==> src/verilog/zx_mapper_defs.svh <==
`ifndef ZX_MAPPER_DEFS_SVH
`define ZX_MAPPER_DEFS_SVH

////////////////////////////////////////////////////////////
// cpu window layout
////////////////////////////////////////////////////////////

// four 16k windows over the z80 address space
`define ZX_WINDOWS     4
`define ZX_WIN_BITS    14
`define ZX_PAGE_BITS   6

////////////////////////////////////////////////////////////
// port and dos decoding
////////////////////////////////////////////////////////////

// low address byte of the pager port
`define ZX_PAGER_PORT  (8'hF7)
// opcode fetch from this high byte enters dos
`define ZX_DOS_ENTRY   (8'h3D)

// mapping after reset, window 0 is rom
`define ZX_RST_PAGE0   (6'd0)
`define ZX_RST_PAGE1   (6'd5)
`define ZX_RST_PAGE2   (6'd2)
`define ZX_RST_PAGE3   (6'd0)

`endif

==> src/verilog/zbus_pkg.sv <==
`default_nettype none

package zbus_pkg;

	////////////////////////////////////////////////////////////
	// z80 side of the bus
	////////////////////////////////////////////////////////////

	typedef logic [15:0] cpu_addr_t;
	typedef logic [7:0]  cpu_data_t;

	// one bus cycle, strobes reduced to single-cycle pulses
	typedef struct packed {
		// full 16-bit address
		cpu_addr_t za;
		// write data, only meaningful with io_wr
		cpu_data_t zd;
		// i/o write pulse
		logic      io_wr;
		// memory request pulse
		logic      mem_rd;
		// opcode fetch qualifier for mem_rd
		logic      m1;
	} cpu_req_t;

endpackage

`default_nettype wire

==> src/verilog/zmem_pkg.sv <==
`default_nettype none

`include "zx_mapper_defs.svh"

package zmem_pkg;

	////////////////////////////////////////////////////////////
	// paging
	////////////////////////////////////////////////////////////

	typedef logic [$clog2(`ZX_WINDOWS)-1:0] window_t;
	typedef logic [`ZX_PAGE_BITS-1:0]       page_t;

	// ram=0 selects rom
	typedef struct packed {
		logic  ram;
		page_t page;
	} win_cfg_t;

	// single window update from the pager port
	typedef struct packed {
		logic     valid;
		window_t  window;
		win_cfg_t cfg;
	} page_wr_t;

	////////////////////////////////////////////////////////////
	// memory side
	////////////////////////////////////////////////////////////

	typedef logic [`ZX_PAGE_BITS+`ZX_WIN_BITS-1:0] mem_addr_t;

	typedef struct packed {
		logic      valid;
		logic      rom;
		mem_addr_t addr;
	} mem_req_t;

	typedef enum logic {
		dos_off,
		dos_on
	} dos_state_t;

endpackage

`default_nettype wire

==> src/verilog/port_decode.sv <==
`timescale 1ns/1ps
`default_nettype none

`include "zx_mapper_defs.svh"

module port_decode (
	input  wire                     fclk,
	input  wire                     rst_n,
	input  wire zbus_pkg::cpu_req_t cpu,
	output zmem_pkg::page_wr_t      pg_wr
);
	import zmem_pkg::*;

	logic     port_hit;

	// first stage, decoded pager write
	logic     smp_hit;
	window_t  smp_window;
	win_cfg_t smp_cfg;

	// second stage, update presented to the page file
	logic     upd_valid;
	window_t  upd_window;
	win_cfg_t upd_cfg;

	// memory requests never match here
	assign port_hit = cpu.io_wr && (cpu.za[7:0] == `ZX_PAGER_PORT);

	always_ff @(posedge fclk or negedge rst_n)
	begin
		if (!rst_n)
		begin
			smp_hit   <= 1'b0;
			upd_valid <= 1'b0;
		end
		else
		begin
			smp_hit   <= port_hit;
			upd_valid <= smp_hit;
		end
	end

	always_ff @(posedge fclk)
	begin
		if (port_hit)
		begin
			smp_window   <= window_t'(cpu.za[15:`ZX_WIN_BITS]);
			// bit 7 is ram/rom, bit 6 unused
			smp_cfg.ram  <= cpu.zd[7];
			smp_cfg.page <= page_t'(cpu.zd[`ZX_PAGE_BITS-1:0]);
		end
		if (smp_hit)
		begin
			upd_window <= smp_window;
			upd_cfg    <= smp_cfg;
		end
	end

	assign pg_wr = '{valid: upd_valid, window: upd_window, cfg: upd_cfg};

endmodule

`default_nettype wire

==> src/verilog/page_file.sv <==
`timescale 1ns/1ps
`default_nettype none

`include "zx_mapper_defs.svh"

module page_file (
	input  wire                     fclk,
	input  wire                     rst_n,
	input  wire zmem_pkg::page_wr_t pg_wr,
	output zmem_pkg::win_cfg_t      win_cfg [0:`ZX_WINDOWS-1]
);
	import zmem_pkg::*;

	win_cfg_t cfg_q [0:`ZX_WINDOWS-1];

	////////////////////////////////////////////////////////////
	// reset mapping
	////////////////////////////////////////////////////////////

	// rom 0 low, then ram 5, 2, 0
	function automatic win_cfg_t rst_cfg(input window_t win);
		win_cfg_t cfg;
		case (win)
			window_t'(0):
			begin
				cfg.ram  = 1'b0;
				cfg.page = `ZX_RST_PAGE0;
			end
			window_t'(1):
			begin
				cfg.ram  = 1'b1;
				cfg.page = `ZX_RST_PAGE1;
			end
			window_t'(2):
			begin
				cfg.ram  = 1'b1;
				cfg.page = `ZX_RST_PAGE2;
			end
			default:
			begin
				cfg.ram  = 1'b1;
				cfg.page = `ZX_RST_PAGE3;
			end
		endcase
		return cfg;
	endfunction

	////////////////////////////////////////////////////////////
	// window registers
	////////////////////////////////////////////////////////////

	always_ff @(posedge fclk or negedge rst_n)
	begin
		if (!rst_n)
		begin
			for (int i = 0; i < `ZX_WINDOWS; i++)
				cfg_q[i] <= rst_cfg(window_t'(i));
		end
		else if (pg_wr.valid)
		begin
			// only the addressed window changes
			cfg_q[pg_wr.window] <= pg_wr.cfg;
		end
	end

	// current contents, no extra delay
	assign win_cfg = cfg_q;

endmodule

`default_nettype wire

==> src/verilog/mem_translator.sv <==
`timescale 1ns/1ps
`default_nettype none

`include "zx_mapper_defs.svh"

module mem_translator (
	input  wire                     fclk,
	input  wire                     rst_n,
	input  wire zbus_pkg::cpu_req_t cpu,
	input  wire zmem_pkg::win_cfg_t win_cfg [0:`ZX_WINDOWS-1],
	output zmem_pkg::mem_req_t      mem,
	output logic                    dos
);
	import zmem_pkg::*;

	window_t                 req_window;
	win_cfg_t                req_cfg;
	logic                    m1_fetch;

	// stage 1
	logic                    s1_valid;
	logic [`ZX_WIN_BITS-1:0] s1_off;
	win_cfg_t                s1_cfg;
	mem_addr_t               s1_addr;

	// stage 2
	logic                    s2_valid;
	logic                    s2_rom;
	mem_addr_t               s2_addr;

	dos_state_t              dos_state;
	dos_state_t              dos_next;

	assign req_window = window_t'(cpu.za[15:`ZX_WIN_BITS]);
	assign req_cfg    = win_cfg[req_window];
	assign m1_fetch   = cpu.mem_rd && cpu.m1;

	////////////////////////////////////////////////////////////
	// request pipeline
	////////////////////////////////////////////////////////////

	always_ff @(posedge fclk or negedge rst_n)
	begin
		if (!rst_n)
		begin
			s1_valid <= 1'b0;
			s2_valid <= 1'b0;
		end
		else
		begin
			s1_valid <= cpu.mem_rd;
			s2_valid <= s1_valid;
		end
	end

	// window config is frozen with the request
	always_ff @(posedge fclk)
	begin
		if (cpu.mem_rd)
		begin
			s1_off <= cpu.za[`ZX_WIN_BITS-1:0];
			s1_cfg <= req_cfg;
		end
		if (s1_valid)
		begin
			s2_rom  <= !s1_cfg.ram;
			s2_addr <= s1_addr;
		end
	end

	// rom space is half the size, top bit forced low
	always_comb
	begin
		if (s1_cfg.ram)
			s1_addr = {s1_cfg.page, s1_off};
		else
			s1_addr = {1'b0, s1_cfg.page[`ZX_PAGE_BITS-2:0], s1_off};
	end

	assign mem = '{valid: s2_valid, rom: s2_rom, addr: s2_addr};

	////////////////////////////////////////////////////////////
	// dos fsm
	////////////////////////////////////////////////////////////

	always_comb
	begin
		dos_next = dos_state;
		if (m1_fetch)
		begin
			case (dos_state)
				dos_off:
					if (cpu.za[15:8] == `ZX_DOS_ENTRY && !win_cfg[0].ram)
						dos_next = dos_on;
				dos_on:
					// any fetch outside window 0
					if (req_window != '0)
						dos_next = dos_off;
				default:
					dos_next = dos_off;
			endcase
		end
	end

	always_ff @(posedge fclk or negedge rst_n)
	begin
		if (!rst_n)
			dos_state <= dos_off;
		else
			dos_state <= dos_next;
	end

	assign dos = (dos_state == dos_on);

endmodule

`default_nettype wire

==> src/verilog/zx_mapper.sv <==
`timescale 1ns/1ps
`default_nettype none

`include "zx_mapper_defs.svh"

module zx_mapper (
	input  wire                     fclk,
	input  wire                     rst_n,
	input  wire zbus_pkg::cpu_req_t cpu,
	output zmem_pkg::mem_req_t      mem,
	output logic                    dos
);
	import zmem_pkg::*;

	page_wr_t pg_wr;
	win_cfg_t win_cfg [0:`ZX_WINDOWS-1];

	////////////////////////////////////////////////////////////
	// pager port
	////////////////////////////////////////////////////////////

	port_decode port_decode (
		.fclk  (fclk),
		.rst_n (rst_n),
		.cpu   (cpu),
		.pg_wr (pg_wr)
	);

	// one register per cpu window
	page_file page_file (
		.fclk    (fclk),
		.rst_n   (rst_n),
		.pg_wr   (pg_wr),
		.win_cfg (win_cfg)
	);

	////////////////////////////////////////////////////////////
	// cpu to rom/ram address
	////////////////////////////////////////////////////////////

	mem_translator mem_translator (
		.fclk    (fclk),
		.rst_n   (rst_n),
		.cpu     (cpu),
		.win_cfg (win_cfg),
		.mem     (mem),
		.dos     (dos)
	);

endmodule

`default_nettype wire

==> config.mk <==
export PLATFORM = sky130hd
export DESIGN_NAME = zx_mapper
export DESIGN_NICKNAME = d
export VERILOG_FILES = /design/src/verilog/zbus_pkg.sv /design/src/verilog/zmem_pkg.sv /design/src/verilog/port_decode.sv /design/src/verilog/page_file.sv /design/src/verilog/mem_translator.sv /design/src/verilog/zx_mapper.sv
export VERILOG_INCLUDE_DIRS = /design/src /design/src/verilog
export SDC_FILE = /design/constraint.sdc
export NUM_CORES = 1
export LEC_CHECK = 0
export ABC_AREA = 1
export BUFFER_PORTS_ARGS = -buffer_cell sky130_fd_sc_hd__buf_2
export CAP_MARGIN = 20
export CORE_MARGIN = 8
export CORE_UTILIZATION = 45
export CTS_BUF_LIST = sky130_fd_sc_hd__clkbuf_4 sky130_fd_sc_hd__clkbuf_8 sky130_fd_sc_hd__clkbuf_16
export CTS_CLUSTER_DIAMETER = 200
export CTS_CLUSTER_SIZE = 8
export DETAILED_ROUTE_END_ITERATION = 8
export GPL_ROUTABILITY_DRIVEN = 0
export GPL_TIMING_DRIVEN = 1
export PLACE_DENSITY = 0.77
export SYNTH_ARGS = -nofsm -noshare
export SYNTH_HDL_FRONTEND = slang
export SYNTH_SLANG_ARGS = --single-unit
==> constraint.sdc <==
create_clock -name fclk -period 1.4 [get_ports fclk]
set_clock_uncertainty 0.05 [all_clocks]
set_input_delay 0.07 -clock fclk [delete_from_list [all_inputs] [get_ports fclk]]
set_output_delay 0.07 -clock fclk [all_outputs]
set_load 0.005 [all_outputs]
==> results_dict.tcl, run 1 <==
set metrics [dict create \
    ir_drop_mv 0.664 \
    period_share 0.916 \
    dpl.hpwl_um 3850 \
    yosysTopAreaCell "sky130_fd_sc_hd__edfxtp_1" \
    timing.critical_path.fanout_max 10 \
    power_frac_seq 0.581 \
    postPlaceCellArea_um2 3690 \
    row_count 31 \
    cts_htree_levels 3 \
    crit_path_end "port_decode.smp_cfg[6]$_DFFE_PP_" \
    num-nets-final 342 \
    finalSetupViolCount 0 \
    power_density_nw_per_um2 1280 \
    sw_frac_of_total 0.206 \
    grt_pass1_wl_um 9290 \
    wire_per_inst_um 14.1 \
    worst-slew-pin-transition_ns 0.430 \
    max-clock-path-buffers 2 \
    rr_endpoint "page_file.win_cfg[18]$_DFFE_PN0P_" \
    overall_power_of_the_completed_layout_mw 5.32 \
    syn-num-nets 257 \
    critical_path.cell_chain "dlygate4sd3_1 -> buf_2 -> inv_1 -> nand4_1 -> nor3_1 -> buf_4" \
    internal_power_mw 4.23 \
    grt_overflow_total 0 \
    ant_nets 0 \
    timing.max_cap.violations 0 \
    slowest_stage "sky130_fd_sc_hd__dlygate4sd3_1" \
    synth.distinct_cells 18 \
    yosysWarningCount 0 \
    synth.ff_latch_count 93 \
    design_area_um2 4160 \
    remaining_drc_errors 0 \
    first_drt_iteration_drcs 114 \
    period_needed_ns 1.28 \
    die_h_um 102 \
    hold_violations 0 \
    cts.sink_count 93 \
    relSlewSlack 0.713 \
    worst-r2r-cell-count 4 \
    critical-path-max-stage-delay_ns 0.54 \
    boundaryPins 52 \
    cts-root-buf "sky130_fd_sc_hd__clkbuf_8" \
    dp_cells 376 \
    hold_path_class "in2reg" \
    clkPwrFrac 0.362 \
    slew_violations 0 \
    status "finished clean" \
    crit_path_start "cpu[14]" \
    worst-setup-path-type "in2reg" \
    worstPathArrival_ns 1.28 \
    synth.area.top_cells "sky130_fd_sc_hd__edfxtp_1 (54%), sky130_fd_sc_hd__dfrtp_1 (20%), sky130_fd_sc_hd__dfstp_2 (4.7%)" \
    critPathBufInv 4 \
    post_synth_instance_area_um2 3330 \
    die_area_um2 10400 \
    route.detailed.vias_per_inst 4.71 \
    crit_cells 6 \
    finish.cell_count_without_fillers 417 \
    layout_common_cells "sky130_fd_sc_hd__edfxtp_1 (60), sky130_fd_sc_hd__buf_2 (50), sky130_fd_sc_hd__nand2_1 (35)" \
    grt_antenna_before_repair 0 \
    regToRegStartpoint "port_decode.upd_window[1]$_DFFE_PP_" \
    grt_pass1_vias 1913 \
    cp_top_family "buffers and inverters" \
    post_cts_resize_count 0 \
    rsz_0062_raised_after_global_routing "false" \
    numCtsBuffers 9 \
    final.setup.tns_ns 0 \
    cp.required_ns 1.40 \
    detailroute.via_count 1964 \
    worst_path_clk_slew_ns 0.09 \
    worst-r2r-setup-slack_ns 0.13 \
    floorplan.core_area_um2 7210 \
    comb_power_share 0.056 \
    largest_net_degree_at_the_start_of_global_routing 23 \
    postSynthCellCount 228 \
    p_switching_mw 1.09 \
    sequential_cell_area_fraction_in_the_yosys_report 0.791 \
    initial_cell_density_of_the_core 0.462 \
    start_kind "primary input" \
    fraction_of_layout_cells_with_a_size_suffix_above_1 0.296 \
    drt_pass1_iterations 4 \
    drt_wl_total_um 5860 \
    num_antenna_cells 0 \
    layout_commonest_cell "sky130_fd_sc_hd__edfxtp_1" \
    cp-end-kind "flip-flop" \
    worstSkewPairLatency_ns 0.34 \
    grtUsageTotal 0.119 \
    leakage_nw 1.70 \
    fillerInstances 571 \
    io_buffers 50 \
    area_delta_synth_final_pct 24.9 \
    clock.fmax_mhz 780 \
    die_w_um 102 \
    synth_largest_type_area_fraction 0.541 \
    final_core_utilization 0.577 \
    cts_tree "yes" \
    synth.avg_cell_area_um2 14.6 \
]
==> synthesized netlist by cell type <==
cell                       number
sky130_fd_sc_hd__a21oi_1        2
sky130_fd_sc_hd__buf_4          3
sky130_fd_sc_hd__buf_6          5
sky130_fd_sc_hd__dfrtp_1       27
sky130_fd_sc_hd__dfstp_2        6
sky130_fd_sc_hd__edfxtp_1      60
sky130_fd_sc_hd__inv_1         16
sky130_fd_sc_hd__inv_2          1
sky130_fd_sc_hd__nand2_1       35
sky130_fd_sc_hd__nand3_1        2
sky130_fd_sc_hd__nand3_2        4
sky130_fd_sc_hd__nand4_1        1
sky130_fd_sc_hd__nor2_1        16
sky130_fd_sc_hd__nor3_1         1
sky130_fd_sc_hd__o21ai_0       14
sky130_fd_sc_hd__o21ai_1       18
sky130_fd_sc_hd__o21ai_2       10
sky130_fd_sc_hd__o22ai_1        7
==> kinds of logic (layout without fill, tap and decap cells) <==
family | count (synthesis) | count (layout) | synth area share
and+or+nand+nor | 59 | 59 | 0.0759
AOI/OAI and AO/OA | 51 | 51 | 0.0905
buffers and inverters | 25 | 115 | 0.0428
DFF | 93 | 93 | 0.791
==> state kept, by name, indices dropped and copies added, names as in the netlist <==
| signal | cells |
|---|---|
| port_decode.smp_window | 2 |
| mem_translator.s1_cfg | 7 |
| port_decode.smp_cfg | 7 |
| mem_translator.s1_off | 14 |
| mem_translator.s1_valid | 1 |
| port_decode.smp_hit | 1 |
| port_decode.upd_valid | 1 |
| mem_translator.s2_rom | 1 |
| mem_translator.s2_addr | 20 |
| mem_translator.s2_valid | 1 |
| port_decode.pg_wr | 7 |
| mem_translator.dos | 1 |
| port_decode.upd_window | 2 |
| page_file.win_cfg | 28 |
==> power by group through the flow <==
stage	registers [mW]	clock network [mW]	logic (mW)
3_3_place_gp	3.15	0	0.243
6_report	3.09	1.93	0.299
2_1_floorplan	3.17	0	0.0660
4_1_cts	3.10	1.98	0.302
5_1_grt	3.11	2.10	0.330
3_5_place_dp	3.15	0	0.246
==> layer usage <==
metal | wire length, µm | up-vias | share of wire | global-route usage
met4 | 95 | 0 | 0.016 | 0.0643
met5 | 0 | - | 0 | 0
met3 | 445 | 8 | 0.076 | 0.0320
li1 | - | 961 | - | -
met2 | 2800 | 60 | 0.48 | 0.193
met1 | 2520 | 935 | 0.43 | 0.142
==> how the worst min path moves through the flow <==
| stage | start | to | slack [ns] | cells after the start |
|---|---|---|---|---|
| floorplan | rst_n | mem_translator.dos$_DFFE_PN0P_ | -0.28 | 0 |
| global placement | rst_n | mem_translator.s1_valid$_DFF_PN0_ | -0.02 | 1 |
| detailed placement | rst_n | mem_translator.s1_valid$_DFF_PN0_ | -0.01 | 1 |
| CTS | cpu[25] | port_decode.smp_window[0]$_DFFE_PP_ | 0.007 | 1 |
| global route | cpu[25] | port_decode.smp_window[0]$_DFFE_PP_ | 0.01 | 1 |
| finish | cpu[25] | port_decode.smp_window[0]$_DFFE_PP_ | 0.04 | 1 |
==> area by class of cell <==
type / instances / area [µm²] / share of cell area
Sequential cell: 93 / 2640 / 0.633
Timing Repair Buffer: 82 / 566 / 0.136
Clock buffer: 9 / 124 / 0.0298
Clock inverter: 7 / 96.3 / 0.0231
Tap cell: 99 / 124 / 0.0298
Inverter: 17 / 63.8 / 0.0153
Multi-Input combinational cell: 110 / 554 / 0.133
==> through the flow <==
step           hold WS [ns]  setup WS, ns
5_1_grt              0.0110        0.0245
2_1_floorplan        -0.276        0.0694
3_3_place_gp        -0.0215         0.213
6_report             0.0399         0.118
3_5_place_dp        -0.0107         0.146
4_1_cts             0.00735         0.113
==> worst register-to-register path: stages (launching register included) <==
cell	delay (ns)
sky130_fd_sc_hd__edfxtp_1	0.45
sky130_fd_sc_hd__inv_1	0.14
sky130_fd_sc_hd__nand3_2	0.28
sky130_fd_sc_hd__nand2_1	0.18
sky130_fd_sc_hd__o21ai_2	0.06
==> what timing repair did <==
item | CTS | global route
hold endpoints to repair | 54 | 0
buffers inserted | 0 | 0
hold buffers | 25 | 0
(Power assumes the default switching activity.)
==> inputs of run 2 (changes only) <==
--- a/config.mk
+++ b/config.mk
@@ -13,11 +13,13 @@
 export CORE_UTILIZATION = 45
 export CTS_BUF_LIST = sky130_fd_sc_hd__clkbuf_4 sky130_fd_sc_hd__clkbuf_8 sky130_fd_sc_hd__clkbuf_16
 export CTS_CLUSTER_DIAMETER = 200
-export CTS_CLUSTER_SIZE = 8
+export CTS_CLUSTER_SIZE = 25
 export DETAILED_ROUTE_END_ITERATION = 8
 export GPL_ROUTABILITY_DRIVEN = 0
 export GPL_TIMING_DRIVEN = 1
-export PLACE_DENSITY = 0.77
+export PLACE_DENSITY = 0.76
+export RECOVER_POWER = 50
 export SYNTH_ARGS = -nofsm -noshare
 export SYNTH_HDL_FRONTEND = slang
+export SYNTH_HIERARCHICAL = 1
 export SYNTH_SLANG_ARGS = --single-unit
==> results_dict.tcl, run 2 <==
set metrics [dict create \
    cts-root-buf "sky130_fd_sc_hd__clkbuf_8" \
    period_needed_ns 1.27 \
    power_density_nw_per_um2 1250 \
    drt_wl_total_um 6540 \
    ir_drop_mv 0.702 \
    cp_top_family "buffers and inverters" \
    synth.distinct_cells 23 \
    io_buffers 50 \
    cts.sink_count 93 \
    yosysWarningCount 6 \
    grt_antenna_before_repair 0 \
    worst-setup-path-type "in2reg" \
    detailroute.via_count 2234 \
    fillerInstances 615 \
    synth_largest_type_area_fraction 0.523 \
    max-clock-path-buffers 2 \
    drt_pass1_iterations 4 \
    worstSkewPairLatency_ns 0.34 \
    die_area_um2 10700 \
    grt_overflow_total 0 \
    layout_commonest_cell "sky130_fd_sc_hd__nand2_1" \
    postSynthCellCount 256 \
    post_cts_setup_buffers 0 \
    worstPathArrival_ns 1.27 \
    floorplan.core_area_um2 7570 \
    clock.fmax_mhz 787 \
    leakage_nw 1.80 \
    timing.max_cap.violations 0 \
    worst_path_clk_slew_ns 0.08 \
    boundaryPins 52 \
    postCtsHoldBufs 24 \
    cp-end-kind "flip-flop" \
    grt_pass1_vias 2152 \
    hold_ws_ns 0.130 \
    initial_cell_density_of_the_core 0.455 \
    die_w_um 103 \
    period_share 0.908 \
    num-nets-final 372 \
    yosysTopAreaCell "sky130_fd_sc_hd__edfxtp_1" \
    post_cts_resize_count 0 \
    hold_path_class "in2reg" \
    area_delta_synth_final_pct 24.4 \
    synth.avg_cell_area_um2 13.5 \
    finalSetupViolCount 0 \
    sequential_cell_area_fraction_in_the_yosys_report 0.765 \
    grtUsageTotal 0.130 \
    hold_violations 0 \
    route.detailed.vias_per_inst 4.96 \
    slew_violations 0 \
    syn-num-nets 285 \
    ant_nets 0 \
    slowest_stage "sky130_fd_sc_hd__dlygate4sd3_1" \
    worst-slew-pin-transition_ns 0.799 \
    critical_path.cell_chain "dlygate4sd3_1 -> clkbuf_1 -> nand2_1 -> nor2_1 -> nand2_1 -> nor2_1 -> buf_4" \
    relSlewSlack 0.467 \
    synth_common_cells "sky130_fd_sc_hd__nand2_1 (66), sky130_fd_sc_hd__edfxtp_1 (60), sky130_fd_sc_hd__dfrtp_1 (27)" \
    post_synth_instance_area_um2 3440 \
    yosysMostFrequentCell "sky130_fd_sc_hd__nand2_1" \
    final.setup.tns_ns 0 \
    row_count 32 \
    cts_tree "yes" \
    grt_pass1_wl_um 10400 \
    postSynth.asyncResetShare 0.355 \
    first_drt_iteration_drcs 228 \
    rsz_0062_raised_after_global_routing "false" \
    largest_net_degree_at_the_start_of_global_routing 34 \
    die_h_um 103 \
    largest_reg_flops 28 \
    yosys_most_used_dff "sky130_fd_sc_hd__edfxtp_1" \
    synth.area.top_cells "sky130_fd_sc_hd__edfxtp_1 (52%), sky130_fd_sc_hd__dfrtp_1 (20%), sky130_fd_sc_hd__nand2_1 (7.2%)" \
    timing.critical_path.fanout_max 10 \
    wire_per_inst_um 14.5 \
    numCtsBuffers 9 \
    layout_common_cells "sky130_fd_sc_hd__nand2_1 (66), sky130_fd_sc_hd__edfxtp_1 (60), sky130_fd_sc_hd__buf_2 (36)" \
    cp.required_ns 1.40 \
    start_kind "primary input" \
    status "finished clean" \
    remaining_drc_errors 0 \
    cts_htree_levels 3 \
    worst-r2r-setup-slack_ns 0.13 \
    critPathBufInv 3 \
    synth.ff_latch_count 93 \
    num_antenna_cells 0 \
    number_of_enable_flip_flop_cells_after_synthesis 60 \
    critical-path-max-stage-delay_ns 0.53 \
    dpl.hpwl_um 4370 \
    fraction_of_layout_cells_with_a_size_suffix_above_1 0.236 \
]
## run 2: cell types whose count changed in the layout (fill, tap and decap cells not counted), moves of 3 or more
| cell | previous run | this run |
|---|---|---|
| sky130_fd_sc_hd__clkbuf_1 | 0 | 17 |
| sky130_fd_sc_hd__nand3_1 | 2 | 10 |
| sky130_fd_sc_hd__nand2_1 | 35 | 66 |
| sky130_fd_sc_hd__o21ai_1 | 18 | 3 |
| sky130_fd_sc_hd__nand4_1 | 1 | 21 |
| sky130_fd_sc_hd__nor2_2 | 0 | 5 |
| sky130_fd_sc_hd__buf_4 | 6 | 9 |
| sky130_fd_sc_hd__buf_2 | 50 | 36 |
| sky130_fd_sc_hd__o21ai_0 | 14 | 9 |
| sky130_fd_sc_hd__o21ai_2 | 10 | 2 |
| sky130_fd_sc_hd__inv_1 | 16 | 8 |
| sky130_fd_sc_hd__nand3_2 | 4 | 1 |
| sky130_fd_sc_hd__nor2_1 | 16 | 13 |
## run 2: per-stage QoR
stage          total power, mW  area, µm²  utilization  cells  worst slack [ns]
4_1_cts                   5.39       4320        0.570    450             0.159
6_report                  5.34       4290        0.566    450             0.129
5_1_grt                   5.50       4290        0.566    450            0.0551
2_1_floorplan             3.24       3440            -    256             0.247
3_3_place_gp              3.40       3850        0.508    410             0.209
3_5_place_dp              3.41       3850        0.508    410             0.179
## run 2: worst paths after layout
path,from,endpoint,cells past startpoint
min in group asynchronous,rst_n,page_file/win_cfg[9]$_DFFE_PN0P_,3
max in group asynchronous,rst_n,page_file/win_cfg[0]$_DFFE_PN0P_,3
setup reg to reg,port_decode/upd_valid$_DFF_PN0_,page_file/win_cfg[17]$_DFFE_PN0P_,3
hold / removal,cpu[1],mem_translator/s1_off[5]$_DFFE_PP_,1
setup / recovery,cpu[17],port_decode/smp_cfg[1]$_DFFE_PP_,7
hold reg to reg,port_decode/smp_cfg[0]$_DFFE_PP_,port_decode/pg_wr[0]$_DFFE_PP_,0
## run 2: power breakdown
| part | total (mW) | internal [mW] | switching [mW] | leakage [nW] |
|---|---|---|---|---|
| sequential | 3.10 | 3.06 | 0.0353 | 1.01 |
| combinational | 0.293 | 0.139 | 0.154 | 0.687 |
| clock | 1.95 | 1.08 | 0.870 | 0.109 |
| total | 5.34 | 4.28 | 1.06 | 1.80 |
## run 2: kinds of logic (layout without fill, tap and decap cells)
group / Yosys count / count (layout) / share of synthesized area
DFF: 93 / 93 / 0.765
and+or+nand+nor: 118 / 118 / 0.156
AOI/OAI and AO/OA: 23 / 23 / 0.0410
buffers and inverters: 22 / 114 / 0.0378
## run 2: metal layers
layer	wire length, µm	share of wire	track usage
met1	2790	0.43	0.164
met3	569	0.087	0.0288
met2	3130	0.48	0.209
met4	45	0.0069	0.0601
met5	0	0	0
## run 2: final cells by class
cell class,instances,area [µm²],share of cell area
inverter,10,37.5,0.00876
timing repair buffer,88,577,0.135
multi-input combinational,141,679,0.159
sequential,93,2640,0.615
clock buffer,11,145,0.0339
clock inverter,5,83.8,0.0196
tap,102,128,0.0298
